--- src/logic/exe_pkg.sv ---
`default_nettype none

package exe_pkg;

  localparam int WORD_SIZE_P = 32;

  localparam int ROB_ENTRY = 32;
  localparam int REG_ENTRY = 32;
  localparam int SB_ENTRY  = 8;

  localparam int ROB_TAG_W = $clog2(ROB_ENTRY);
  localparam int REG_TAG_W = $clog2(REG_ENTRY);
  localparam int SB_TAG_W  = $clog2(SB_ENTRY);

  // functional unit slots in the result vectors
  localparam int NUM_FU     = 7;
  localparam int ALU_FU     = 0;
  localparam int LOGICAL_FU = 1;
  localparam int BRANCH_FU  = 2;
  localparam int MUL_FU     = 3;
  localparam int DIV_FU     = 4;
  localparam int MEM_FU     = 5;
  localparam int NOOP_FU    = 6;

  typedef enum logic [4:0] {
    ADD = 5'd0,
    SUB = 5'd1,
    SLT = 5'd2,
    SLL = 5'd3,
    SRL = 5'd4,
    AND = 5'd5,
    OR  = 5'd6,
    XOR = 5'd7,
    BEQ = 5'd8,
    BNE = 5'd9,
    BLT = 5'd10,
    JAL = 5'd11,
    MUL = 5'd12,
    LW  = 5'd13,
    SW  = 5'd14
  } opcode_e;

  typedef struct packed {
    opcode_e                opcode;
    logic                   imm;
    logic                   w_v;
    logic [WORD_SIZE_P-1:0] pc;
    logic [WORD_SIZE_P-1:0] source_1_data;
    // already sign extended
    logic [WORD_SIZE_P-1:0] source2_imm;
    logic [WORD_SIZE_P-1:0] source2_imm_data;
    logic [ROB_TAG_W-1:0]   rob_dest;
    logic [REG_TAG_W-1:0]   dest_id;
    logic [SB_TAG_W-1:0]    sb_dest;
  } issued_instruction_t;

  typedef struct packed {
    logic                   valid;
    logic [ROB_TAG_W-1:0]   rob_dest;
    logic [WORD_SIZE_P-1:0] data;
  } cdb_t;

  // first three fields line up with cdb_t
  typedef struct packed {
    logic                   valid;
    logic [ROB_TAG_W-1:0]   rob_dest;
    logic [WORD_SIZE_P-1:0] data;
    logic                   taken;
    logic [WORD_SIZE_P-1:0] target;
  } rob_wb_t;

  typedef struct packed {
    logic                   valid;
    logic [REG_TAG_W-1:0]   dest_id;
    logic [WORD_SIZE_P-1:0] data;
  } reg_wb_t;

  typedef struct packed {
    logic [SB_TAG_W-1:0]    sb_dest;
    logic [WORD_SIZE_P-1:0] addr;
    logic [WORD_SIZE_P-1:0] data;
  } sb_entry_t;

  localparam int CDB_WIDTH    = $bits(cdb_t);
  localparam int ROB_WB_WIDTH = $bits(rob_wb_t);

endpackage

`default_nettype wire
--- src/logic/execute_stage.sv ---
`default_nettype none

module execute_stage import exe_pkg::*; #(
  parameter int MUL_STAGES = 3
) (
  input  wire                        clk_i,
  input  wire                        rst_i,
  input  wire [NUM_FU-1:0]           issue_exe_v_i,
  input  wire issued_instruction_t   issue_exe_i,
  output wire cdb_t    [NUM_FU-1:0]  cdb_o,
  output wire rob_wb_t [NUM_FU-1:0]  exe_rob_o,
  output wire reg_wb_t [NUM_FU-1:0]  exe_reg_o,
  // store buffer
  output wire                        lsu_sb_v_o,
  output wire sb_entry_t             lsu_sb_o,
  output wire [WORD_SIZE_P-1:0]      exe_ld_bypass_addr_o,
  output wire [SB_TAG_W-1:0]         exe_ld_bypass_sb_num_o,
  input  wire                        sb_ld_bypass_valid_i,
  input  wire [WORD_SIZE_P-1:0]      sb_ld_bypass_value_i,
  // data memory
  output wire [WORD_SIZE_P-1:0]      lsu_addr_o,
  input  wire [WORD_SIZE_P-1:0]      mem_data_i,
  input  wire                        mispredict_i
);

  logic [NUM_FU-1:0]      exe_v;
  logic [WORD_SIZE_P-1:0] operand2;

  // no new work enters any unit on a mispredict
  assign exe_v = issue_exe_v_i & {NUM_FU{~mispredict_i}};

  assign operand2 = issue_exe_i.imm ? issue_exe_i.source2_imm : issue_exe_i.source2_imm_data;

  // divider and noop slots are not built
  assign cdb_o[DIV_FU]      = '0;
  assign exe_rob_o[DIV_FU]  = '0;
  assign exe_reg_o[DIV_FU]  = '0;
  assign cdb_o[NOOP_FU]     = '0;
  assign exe_rob_o[NOOP_FU] = '0;
  assign exe_reg_o[NOOP_FU] = '0;

  // units without their own bus port
  assign cdb_o[LOGICAL_FU] = exe_rob_o[LOGICAL_FU][ROB_WB_WIDTH-1 -: CDB_WIDTH];
  assign cdb_o[MUL_FU]     = exe_rob_o[MUL_FU][ROB_WB_WIDTH-1 -: CDB_WIDTH];

  fu_alu u_alu (
    .clk_i      (clk_i),
    .rst_i      (rst_i),
    .exe_v_i    (exe_v[ALU_FU]),
    .opcode_i   (issue_exe_i.opcode),
    .w_v_i      (issue_exe_i.w_v),
    .operand1_i (issue_exe_i.source_1_data),
    .operand2_i (operand2),
    .rob_dest_i (issue_exe_i.rob_dest),
    .reg_dest_i (issue_exe_i.dest_id),
    .alu_rob_o  (exe_rob_o[ALU_FU]),
    .alu_reg_o  (exe_reg_o[ALU_FU]),
    .cdb_o      (cdb_o[ALU_FU])
  );

  fu_logic u_logic (
    .clk_i       (clk_i),
    .rst_i       (rst_i),
    .exe_v_i     (exe_v[LOGICAL_FU]),
    .opcode_i    (issue_exe_i.opcode),
    .operand1_i  (issue_exe_i.source_1_data),
    .operand2_i  (operand2),
    .rob_dest_i  (issue_exe_i.rob_dest),
    .reg_dest_i  (issue_exe_i.dest_id),
    .logic_rob_o (exe_rob_o[LOGICAL_FU]),
    .logic_reg_o (exe_reg_o[LOGICAL_FU])
  );

  fu_branch u_branch (
    .clk_i        (clk_i),
    .rst_i        (rst_i),
    .exe_v_i      (exe_v[BRANCH_FU]),
    .opcode_i     (issue_exe_i.opcode),
    .pc_i         (issue_exe_i.pc),
    .operand1_i   (issue_exe_i.source_1_data),
    .operand2_i   (operand2),
    .imm_i        (issue_exe_i.source2_imm),
    .rob_dest_i   (issue_exe_i.rob_dest),
    .reg_dest_i   (issue_exe_i.dest_id),
    .branch_rob_o (exe_rob_o[BRANCH_FU]),
    .branch_reg_o (exe_reg_o[BRANCH_FU]),
    .cdb_o        (cdb_o[BRANCH_FU])
  );

  fu_mult #(
    .MUL_STAGES (MUL_STAGES)
  ) u_mult (
    .clk_i        (clk_i),
    .rst_i        (rst_i),
    .exe_v_i      (exe_v[MUL_FU]),
    .mispredict_i (mispredict_i),
    .operand1_i   (issue_exe_i.source_1_data),
    .operand2_i   (operand2),
    .rob_dest_i   (issue_exe_i.rob_dest),
    .reg_dest_i   (issue_exe_i.dest_id),
    .mult_rob_o   (exe_rob_o[MUL_FU]),
    .mult_reg_o   (exe_reg_o[MUL_FU])
  );

  // address from the immediate, store data from the register
  fu_lsu u_lsu (
    .clk_i                  (clk_i),
    .rst_i                  (rst_i),
    .exe_v_i                (exe_v[MEM_FU]),
    .opcode_i               (issue_exe_i.opcode),
    .operand1_i             (issue_exe_i.source_1_data),
    .operand2_i             (issue_exe_i.source2_imm_data),
    .imm_i                  (issue_exe_i.source2_imm),
    .rob_dest_i             (issue_exe_i.rob_dest),
    .reg_dest_i             (issue_exe_i.dest_id),
    .sb_dest_i              (issue_exe_i.sb_dest),
    .lsu_rob_o              (exe_rob_o[MEM_FU]),
    .lsu_reg_o              (exe_reg_o[MEM_FU]),
    .cdb_o                  (cdb_o[MEM_FU]),
    .lsu_sb_v_o             (lsu_sb_v_o),
    .lsu_sb_o               (lsu_sb_o),
    .exe_ld_bypass_addr_o   (exe_ld_bypass_addr_o),
    .exe_ld_bypass_sb_num_o (exe_ld_bypass_sb_num_o),
    .sb_ld_bypass_valid_i   (sb_ld_bypass_valid_i),
    .sb_ld_bypass_value_i   (sb_ld_bypass_value_i),
    .lsu_addr_o             (lsu_addr_o),
    .mem_data_i             (mem_data_i)
  );

endmodule

`default_nettype wire

--- src/logic/fu_lsu.sv ---
`default_nettype none

module fu_lsu import exe_pkg::*; (
  input  wire                   clk_i,
  input  wire                   rst_i,
  input  wire                   exe_v_i,
  input  wire opcode_e          opcode_i,
  input  wire [WORD_SIZE_P-1:0] operand1_i,
  input  wire [WORD_SIZE_P-1:0] operand2_i,
  input  wire [WORD_SIZE_P-1:0] imm_i,
  input  wire [ROB_TAG_W-1:0]   rob_dest_i,
  input  wire [REG_TAG_W-1:0]   reg_dest_i,
  input  wire [SB_TAG_W-1:0]    sb_dest_i,
  output rob_wb_t               lsu_rob_o,
  output reg_wb_t               lsu_reg_o,
  output cdb_t                  cdb_o,
  // store buffer side
  output logic                  lsu_sb_v_o,
  output sb_entry_t             lsu_sb_o,
  output logic [WORD_SIZE_P-1:0] exe_ld_bypass_addr_o,
  output logic [SB_TAG_W-1:0]   exe_ld_bypass_sb_num_o,
  input  wire                   sb_ld_bypass_valid_i,
  input  wire [WORD_SIZE_P-1:0] sb_ld_bypass_value_i,
  // data memory
  output logic [WORD_SIZE_P-1:0] lsu_addr_o,
  input  wire [WORD_SIZE_P-1:0] mem_data_i
);

  logic [WORD_SIZE_P-1:0] addr;
  logic [WORD_SIZE_P-1:0] ld_data;
  logic                   is_load;
  logic                   is_store;

  logic                   valid_q;
  logic                   load_q;
  logic                   sb_v_q;
  logic [ROB_TAG_W-1:0]   rob_dest_q;
  logic [REG_TAG_W-1:0]   reg_dest_q;
  logic [WORD_SIZE_P-1:0] data_q;
  sb_entry_t              sb_q;

  assign addr     = operand1_i + imm_i;
  assign is_load  = (opcode_i == LW);
  assign is_store = (opcode_i == SW);

  // bypass lookup and memory read happen in the issue cycle
  assign exe_ld_bypass_addr_o   = addr;
  assign exe_ld_bypass_sb_num_o = sb_dest_i;
  assign lsu_addr_o             = addr;

  // newer store data in the buffer wins over memory
  assign ld_data = sb_ld_bypass_valid_i ? sb_ld_bypass_value_i : mem_data_i;

  always_ff @(posedge clk_i) begin
    if (rst_i) begin
      valid_q <= 1'b0;
      sb_v_q  <= 1'b0;
    end else begin
      valid_q <= exe_v_i & (is_load | is_store);
      sb_v_q  <= exe_v_i & is_store;
    end
  end

  always_ff @(posedge clk_i) begin
    if (exe_v_i) begin
      load_q     <= is_load;
      rob_dest_q <= rob_dest_i;
      reg_dest_q <= reg_dest_i;
      data_q     <= is_load ? ld_data : '0;
      sb_q       <= '{sb_dest: sb_dest_i, addr: addr, data: operand2_i};
    end
  end

  assign lsu_rob_o = '{valid: valid_q, rob_dest: rob_dest_q, data: data_q,
                       taken: 1'b0, target: '0};
  assign lsu_reg_o = '{valid: valid_q & load_q, dest_id: reg_dest_q, data: data_q};
  assign cdb_o     = '{valid: valid_q, rob_dest: rob_dest_q, data: data_q};

  assign lsu_sb_v_o = sb_v_q;
  assign lsu_sb_o   = sb_q;

endmodule

`default_nettype wire

--- src/logic/fu_mult.sv ---
`default_nettype none

module fu_mult import exe_pkg::*; #(
  parameter int MUL_STAGES = 3
) (
  input  wire                   clk_i,
  input  wire                   rst_i,
  input  wire                   exe_v_i,
  input  wire                   mispredict_i,
  input  wire [WORD_SIZE_P-1:0] operand1_i,
  input  wire [WORD_SIZE_P-1:0] operand2_i,
  input  wire [ROB_TAG_W-1:0]   rob_dest_i,
  input  wire [REG_TAG_W-1:0]   reg_dest_i,
  output rob_wb_t               mult_rob_o,
  output reg_wb_t               mult_reg_o
);

  typedef struct packed {
    logic [ROB_TAG_W-1:0]   rob_dest;
    logic [REG_TAG_W-1:0]   dest_id;
    logic [WORD_SIZE_P-1:0] data;
  } mul_stage_t;

  // low word only, sign does not matter here
  logic [WORD_SIZE_P-1:0] product;

  logic [MUL_STAGES-1:0]  valid_q;
  mul_stage_t [MUL_STAGES-1:0] stage_q;

  assign product = operand1_i * operand2_i;

  // flush drops everything still in flight
  always_ff @(posedge clk_i) begin
    if (rst_i || mispredict_i) begin
      valid_q <= '0;
    end else begin
      valid_q[0] <= exe_v_i;
      for (int i = 1; i < MUL_STAGES; i++) begin
        valid_q[i] <= valid_q[i-1];
      end
    end
  end

  always_ff @(posedge clk_i) begin
    stage_q[0] <= '{rob_dest: rob_dest_i, dest_id: reg_dest_i, data: product};
    for (int i = 1; i < MUL_STAGES; i++) begin
      stage_q[i] <= stage_q[i-1];
    end
  end

  assign mult_rob_o = '{valid:    valid_q[MUL_STAGES-1],
                        rob_dest: stage_q[MUL_STAGES-1].rob_dest,
                        data:     stage_q[MUL_STAGES-1].data,
                        taken:    1'b0,
                        target:   '0};
  assign mult_reg_o = '{valid:   valid_q[MUL_STAGES-1],
                        dest_id: stage_q[MUL_STAGES-1].dest_id,
                        data:    stage_q[MUL_STAGES-1].data};

endmodule

`default_nettype wire

--- src/logic/fu_branch.sv ---
`default_nettype none

module fu_branch import exe_pkg::*; (
  input  wire                   clk_i,
  input  wire                   rst_i,
  input  wire                   exe_v_i,
  input  wire opcode_e          opcode_i,
  input  wire [WORD_SIZE_P-1:0] pc_i,
  input  wire [WORD_SIZE_P-1:0] operand1_i,
  input  wire [WORD_SIZE_P-1:0] operand2_i,
  input  wire [WORD_SIZE_P-1:0] imm_i,
  input  wire [ROB_TAG_W-1:0]   rob_dest_i,
  input  wire [REG_TAG_W-1:0]   reg_dest_i,
  output rob_wb_t               branch_rob_o,
  output reg_wb_t               branch_reg_o,
  output cdb_t                  cdb_o
);

  logic                   taken;
  logic                   is_jal;
  logic [WORD_SIZE_P-1:0] link;

  logic                   valid_q;
  logic                   taken_q;
  logic                   jal_q;
  logic [WORD_SIZE_P-1:0] target_q;
  logic [WORD_SIZE_P-1:0] data_q;
  logic [ROB_TAG_W-1:0]   rob_dest_q;
  logic [REG_TAG_W-1:0]   reg_dest_q;

  assign is_jal = (opcode_i == JAL);
  assign link   = pc_i + WORD_SIZE_P'(4);

  always_comb begin
    case (opcode_i)
      BEQ:     taken = (operand1_i == operand2_i);
      BNE:     taken = (operand1_i != operand2_i);
      BLT:     taken = ($signed(operand1_i) < $signed(operand2_i));
      JAL:     taken = 1'b1;
      default: taken = 1'b0;
    endcase
  end

  always_ff @(posedge clk_i) begin
    if (rst_i) begin
      valid_q <= 1'b0;
    end else begin
      valid_q <= exe_v_i;
    end
  end

  always_ff @(posedge clk_i) begin
    if (exe_v_i) begin
      taken_q    <= taken;
      jal_q      <= is_jal;
      target_q   <= pc_i + imm_i;
      // only jal carries a link value
      data_q     <= is_jal ? link : '0;
      rob_dest_q <= rob_dest_i;
      reg_dest_q <= reg_dest_i;
    end
  end

  assign branch_rob_o = '{valid: valid_q, rob_dest: rob_dest_q, data: data_q,
                          taken: taken_q, target: target_q};
  assign branch_reg_o = '{valid: valid_q & jal_q, dest_id: reg_dest_q, data: data_q};
  assign cdb_o        = '{valid: valid_q, rob_dest: rob_dest_q, data: data_q};

endmodule

`default_nettype wire

--- src/logic/fu_logic.sv ---
`default_nettype none

module fu_logic import exe_pkg::*; (
  input  wire                   clk_i,
  input  wire                   rst_i,
  input  wire                   exe_v_i,
  input  wire opcode_e          opcode_i,
  input  wire [WORD_SIZE_P-1:0] operand1_i,
  input  wire [WORD_SIZE_P-1:0] operand2_i,
  input  wire [ROB_TAG_W-1:0]   rob_dest_i,
  input  wire [REG_TAG_W-1:0]   reg_dest_i,
  output rob_wb_t               logic_rob_o,
  output reg_wb_t               logic_reg_o
);

  logic [WORD_SIZE_P-1:0] result;

  logic                   valid_q;
  logic [ROB_TAG_W-1:0]   rob_dest_q;
  logic [REG_TAG_W-1:0]   reg_dest_q;
  logic [WORD_SIZE_P-1:0] data_q;

  always_comb begin
    case (opcode_i)
      AND:     result = operand1_i & operand2_i;
      OR:      result = operand1_i | operand2_i;
      XOR:     result = operand1_i ^ operand2_i;
      default: result = '0;
    endcase
  end

  always_ff @(posedge clk_i) begin
    if (rst_i) begin
      valid_q <= 1'b0;
    end else begin
      valid_q <= exe_v_i;
    end
  end

  always_ff @(posedge clk_i) begin
    if (exe_v_i) begin
      rob_dest_q <= rob_dest_i;
      reg_dest_q <= reg_dest_i;
      data_q     <= result;
    end
  end

  // bus word is cut out of the rob word at the top
  assign logic_rob_o = '{valid: valid_q, rob_dest: rob_dest_q, data: data_q,
                         taken: 1'b0, target: '0};
  assign logic_reg_o = '{valid: valid_q, dest_id: reg_dest_q, data: data_q};

endmodule

`default_nettype wire

--- src/logic/fu_alu.sv ---
`default_nettype none

module fu_alu import exe_pkg::*; (
  input  wire                   clk_i,
  input  wire                   rst_i,
  input  wire                   exe_v_i,
  input  wire opcode_e          opcode_i,
  input  wire                   w_v_i,
  input  wire [WORD_SIZE_P-1:0] operand1_i,
  input  wire [WORD_SIZE_P-1:0] operand2_i,
  input  wire [ROB_TAG_W-1:0]   rob_dest_i,
  input  wire [REG_TAG_W-1:0]   reg_dest_i,
  output rob_wb_t               alu_rob_o,
  output reg_wb_t               alu_reg_o,
  output cdb_t                  cdb_o
);

  logic [WORD_SIZE_P-1:0] result;
  logic [4:0]             shamt;

  logic                   valid_q;
  logic                   w_v_q;
  logic [ROB_TAG_W-1:0]   rob_dest_q;
  logic [REG_TAG_W-1:0]   reg_dest_q;
  logic [WORD_SIZE_P-1:0] data_q;

  assign shamt = operand2_i[4:0];

  always_comb begin
    case (opcode_i)
      ADD:     result = operand1_i + operand2_i;
      SUB:     result = operand1_i - operand2_i;
      SLT:     result = {{(WORD_SIZE_P-1){1'b0}}, $signed(operand1_i) < $signed(operand2_i)};
      SLL:     result = operand1_i << shamt;
      SRL:     result = operand1_i >> shamt;
      default: result = '0;
    endcase
  end

  always_ff @(posedge clk_i) begin
    if (rst_i) begin
      valid_q <= 1'b0;
    end else begin
      valid_q <= exe_v_i;
    end
  end

  always_ff @(posedge clk_i) begin
    if (exe_v_i) begin
      w_v_q      <= w_v_i;
      rob_dest_q <= rob_dest_i;
      reg_dest_q <= reg_dest_i;
      data_q     <= result;
    end
  end

  assign alu_rob_o = '{valid: valid_q, rob_dest: rob_dest_q, data: data_q,
                       taken: 1'b0, target: '0};
  assign alu_reg_o = '{valid: valid_q & w_v_q, dest_id: reg_dest_q, data: data_q};
  assign cdb_o     = '{valid: valid_q, rob_dest: rob_dest_q, data: data_q};

endmodule

`default_nettype wire

--- config.mk ---
export PLATFORM = sky130hd
export DESIGN_NAME = execute_stage
export DESIGN_NICKNAME = d
export VERILOG_FILES = /design/src/logic/exe_pkg.sv /design/src/logic/execute_stage.sv /design/src/logic/fu_lsu.sv /design/src/logic/fu_mult.sv /design/src/logic/fu_branch.sv /design/src/logic/fu_logic.sv /design/src/logic/fu_alu.sv
export SDC_FILE = /design/constraint.sdc
export NUM_CORES = 2
export LEC_CHECK = 0
export BUFFER_PORTS_ARGS = -buffer_cell sky130_fd_sc_hd__buf_2
export CORE_AREA = 2 2 537 539
export CTS_CLUSTER_SIZE = 20
export DETAILED_ROUTE_END_ITERATION = 8
export DIE_AREA = 0 0 539 541
export SYNTH_ARGS = -nofsm -noshare
export SYNTH_HDL_FRONTEND = slang
export SYNTH_SLANG_ARGS = --single-unit
export TNS_END_PERCENT = 20
--- constraint.sdc ---
create_clock -name clk_i -period 15 [get_ports clk_i]
set_clock_uncertainty 0.2 [all_clocks]
set_input_delay 2.25 -clock clk_i [delete_from_list [all_inputs] [get_ports clk_i]]
set_output_delay 2.25 -clock clk_i [all_outputs]
set_load 0.02 [all_outputs]
==> results.yml <==
status:
  status: "finished clean"
clock_tree:
  cts_setup_buffers: 0
  cts_root_buf: "clkbuf_16"
  clock_latency_ns: 0.77
  hold_buffers: 0
  cts_resized: 0
  cts_buffers: 59
  h-tree-depth: 2
  clockBufferDepth: 3
  clock_sinks: 405
  cts_tree: "done"
  clkSlewWorstSetupHoldPaths_ns: 0.06
critical_path:
  regToRegStartpoint: "u_mult.valid_q[1]$_SDFF_PP0_"
  path_class: "in2reg"
  cp_max_fo: 17
  worstPathArrival_ns: 10.83
  cp_data_required_time_ns: 15.42
  crit_path_end_kind: "flop"
  critPathMostFrequentCell: "fa_1"
  critPathLaunch: "issue_exe_i[142]"
  cp-start-kind: "input pin"
  cp_slowest_stage_delay_ns: 0.55
  cp_slowest_cell: "fa_1"
placement:
  gp_routability_congestion: 0.9481
  placed_cells: 9054
  dpl.hpwl_microns: 208500
  io_buffers: 958
  placed_area_sq_um: 49410
floorplan:
  die_x_microns: 539
  core_area_sq_um: 286400
  start_util_pct: 15.53
  rows: 197
  die_y_microns: 541
  dieArea_sq_um: 291600
  design.portCount: 1387
run:
  max_cap_viol_count: 0
drt:
  drt_iter0_drc: 3298
  viasPerCell: 3.897
  vias: 35890
  antenna_left: 0
  drcViolationCount: 0
  totalWireLength_microns: 249000
  drt-pass1-iter-count: 7
  route.detailed.wl_per_inst_microns: 27.03
sta:
  relSlewSlack_pct: 20.31
  maxSlewViolCount: 0
  setup_viol: 0
  period_share_pct: 69.42
  holdWs_ns: 0.1207
  finalSetupTns_ns: 0
  worst_pin_slew_ns: 1.162
  hold_viol_final: 0
  fmax_mhz: 96.03
  layout_min_cycle_time_ns: 10.41
  rsz0062_at_grt: "no"
cells_and_area:
  fin_area_sq_um: 51580
  fin_cells: 9210
  area_delta_synth_final_pct: 15.95
  layout-drive-gt1-share_pct: 22.72
  fin_nets: 6272
grt:
  antenna_found_initial: 151
  overflow: 0
  grt_use_total_pct: 16.47
  grt_pass1_vias: 32760
  grt_pass1_wl_microns: 317800
  grt_max_degree: 83
yosys:
  syn_inst: 4826
  ys_warn_count: 0
  syn_area_per_cell_sq_um: 9.217
  ys_top_cells_by_area: "fa_1, edfxtp_1, buf_4"
  syn-cell-area_sq_um: 44480
  synth_top_family_by_area: "adder cells"
  synthMuxAreaShare_pct: 3.738
  ys_types: 89
  synth_seq_cells: 405
  synth_area_leader_cell: "fa_1"
  yosysSeqAreaShare_pct: 24.33
  synthXorXnorAreaFrac_pct: 4.096
  synth_compound_area_share_pct: 9.575
  synth-edff-count: 271
  synth_top_cell_area_share_pct: 18.54
  yosys.area_share.simple_pct: 10.68
  synth_flop_cell: "edfxtp_1"
  synth_fa_ha_area_share_pct: 27.07
  synth-async-reset-ratio_pct: 0
hold_path:
  min_from: "u_mult.stage_q[14]$_DFF_P_"
  hold_class: "reg2reg"
power:
  max-vdd-ir-drop_v: 0.0007530
  total_power_mw: 14.83
  power_density_nw_per_um2: 287.5
  cellLeakagePower_nw: 23.12
[per-layer routing]
layer | global-route usage, % | up-vias | share of wire, %
met4 | 6.021 | 60 | 4.5
met1 | 20.01 | 17580 | 39
met2 | 27.81 | 2273 | 47
li1 | - | 15510 | -
met5 | 0 | - | 0.16
met3 | 4.275 | 466 | 9.1
[layout make-up]
class                   count  area (sq um)
diodes                     45         112.6
clock buffers              72          1599
clock inverters            39         452.9
fillers                 32110        234800
inverters                 518          1944
multi-input cells        3296         26380
flip-flops and latches    405         10820
well taps                3781          4731
repair buffers           1054          5532
[worst max-delay path: cells and delay by family]
kind	cells	cell delay (ns)
adders and majority gates	10	4.30
AOI/OAI and AO/OA	7	1.66
buffers and inverters	9	1.60
and+or+nand+nor	2	0.47
muxes	1	0.39
xor gates and xnor gates	1	0.13
[kinds of logic (layout without fill, tap and decap cells)]
family | count (synthesis) | after routing
adders and majority gates | 715 | 715
other | 1 | 471
buffers and inverters | 1550 | 1683
DFF | 405 | 405
AOI/OAI and AO/OA | 653 | 653
xor gates and xnor gates | 208 | 208
and+or+nand+nor | 1130 | 1130
muxes | 164 | 164
[cells in the final DEF, fill, tap and decap left out, types with 13 or more instances in the layout]
master     Yosys  final
diode_2        0     45
xnor2_1      149    144
a21o_1        43     43
o211ai_1      30     30
a22o_1        33     33
or3_1         16     16
xor2_1        59     57
buf_2         17    958
mux2i_2        4     13
nor3_1        41     40
ha_1         303    303
nand3_1       35     34
o31ai_1       15     15
nor2b_1       33     29
nor2_1       536    536
nand2b_1      23     23
clkbuf_16      0     62
fa_1         412    412
buf_4        867     94
o21a_1        23     23
a21oi_1      154    154
dfxtp_1      134    134
o21ai_0      194    194
and2_1        14     14
o21bai_1      19     19
conb_1         1    426
nand2_1      370    370
inv_1        507    505
and3_1        21     19
a22oi_1       20     20
edfxtp_1     271    271
mux2i_1      155    136
[stage by stage]
stage	utilization (%)	setup WS (ns)
floorplan	-	4.264
global route	17.97	3.973
CTS	17.97	4.427
global placement	17.24	3.588
finish	18.01	4.587
detailed placement	17.25	3.632
[power by group]
group	total (mW)	internal (mW)	switching (mW)
clock network	1.52	0.858	0.660
registers	1.75	1.58	0.169
logic	11.6	4.91	6.65
[cells in the mapped netlist (6+ instances only)]
cell	instances
a211oi_1	10
a21boi_0	6
a21o_1	43
a21oi_1	154
a221oi_1	7
a22o_1	33
a22oi_1	20
a31oi_1	11
and2_1	14
and3_1	21
buf_1	17
buf_2	17
buf_4	867
clkbuf_1	128
clkinv_1	7
dfxtp_1	134
edfxtp_1	271
fa_1	412
ha_1	303
inv_1	507
mux2i_1	155
nand2_1	370
nand2b_1	23
nand3_1	35
nand3b_1	6
nand4_1	10
nor2_1	536
nor2b_1	33
nor3_1	41
o211ai_1	30
o21a_1	23
o21ai_0	194
o21bai_1	19
o221ai_1	7
o22ai_1	8
o31ai_1	15
or2_2	6
or3_1	16
xnor2_1	149
xor2_1	59
[flip-flops by register name, summed over array words and instances, names as in the netlist, 5 cells and up]
name	cells
u_mult.stage_q	84
u_lsu.lsu_sb_o	67
u_mult.mult_reg_o	37
u_alu.data_q	32
u_branch.data_q	32
u_branch.target_q	32
u_logic.data_q	32
u_lsu.data_q	32
u_alu.reg_dest_q	5
u_alu.rob_dest_q	5
u_branch.reg_dest_q	5
u_branch.rob_dest_q	5
u_logic.reg_dest_q	5
u_logic.rob_dest_q	5
u_lsu.reg_dest_q	5
u_lsu.rob_dest_q	5
u_mult.mult_rob_o	5
[path summary, 6_finish.rpt]
| kind | slack (ns) | cells past startpoint | to |
|---|---|---|---|
| min | 0.12 | 0 | u_mult.stage_q[56]$_DFF_P_ |
| max reg2reg | 14.01 | 1 | u_mult.valid_q[2]$_SDFF_PP0_ |
| min reg2reg | 0.12 | 0 | u_mult.stage_q[56]$_DFF_P_ |
| max | 4.59 | 30 | u_mult.stage_q[31]$_DFF_P_ |
Note: power is estimated with default switching activity, not from simulation.
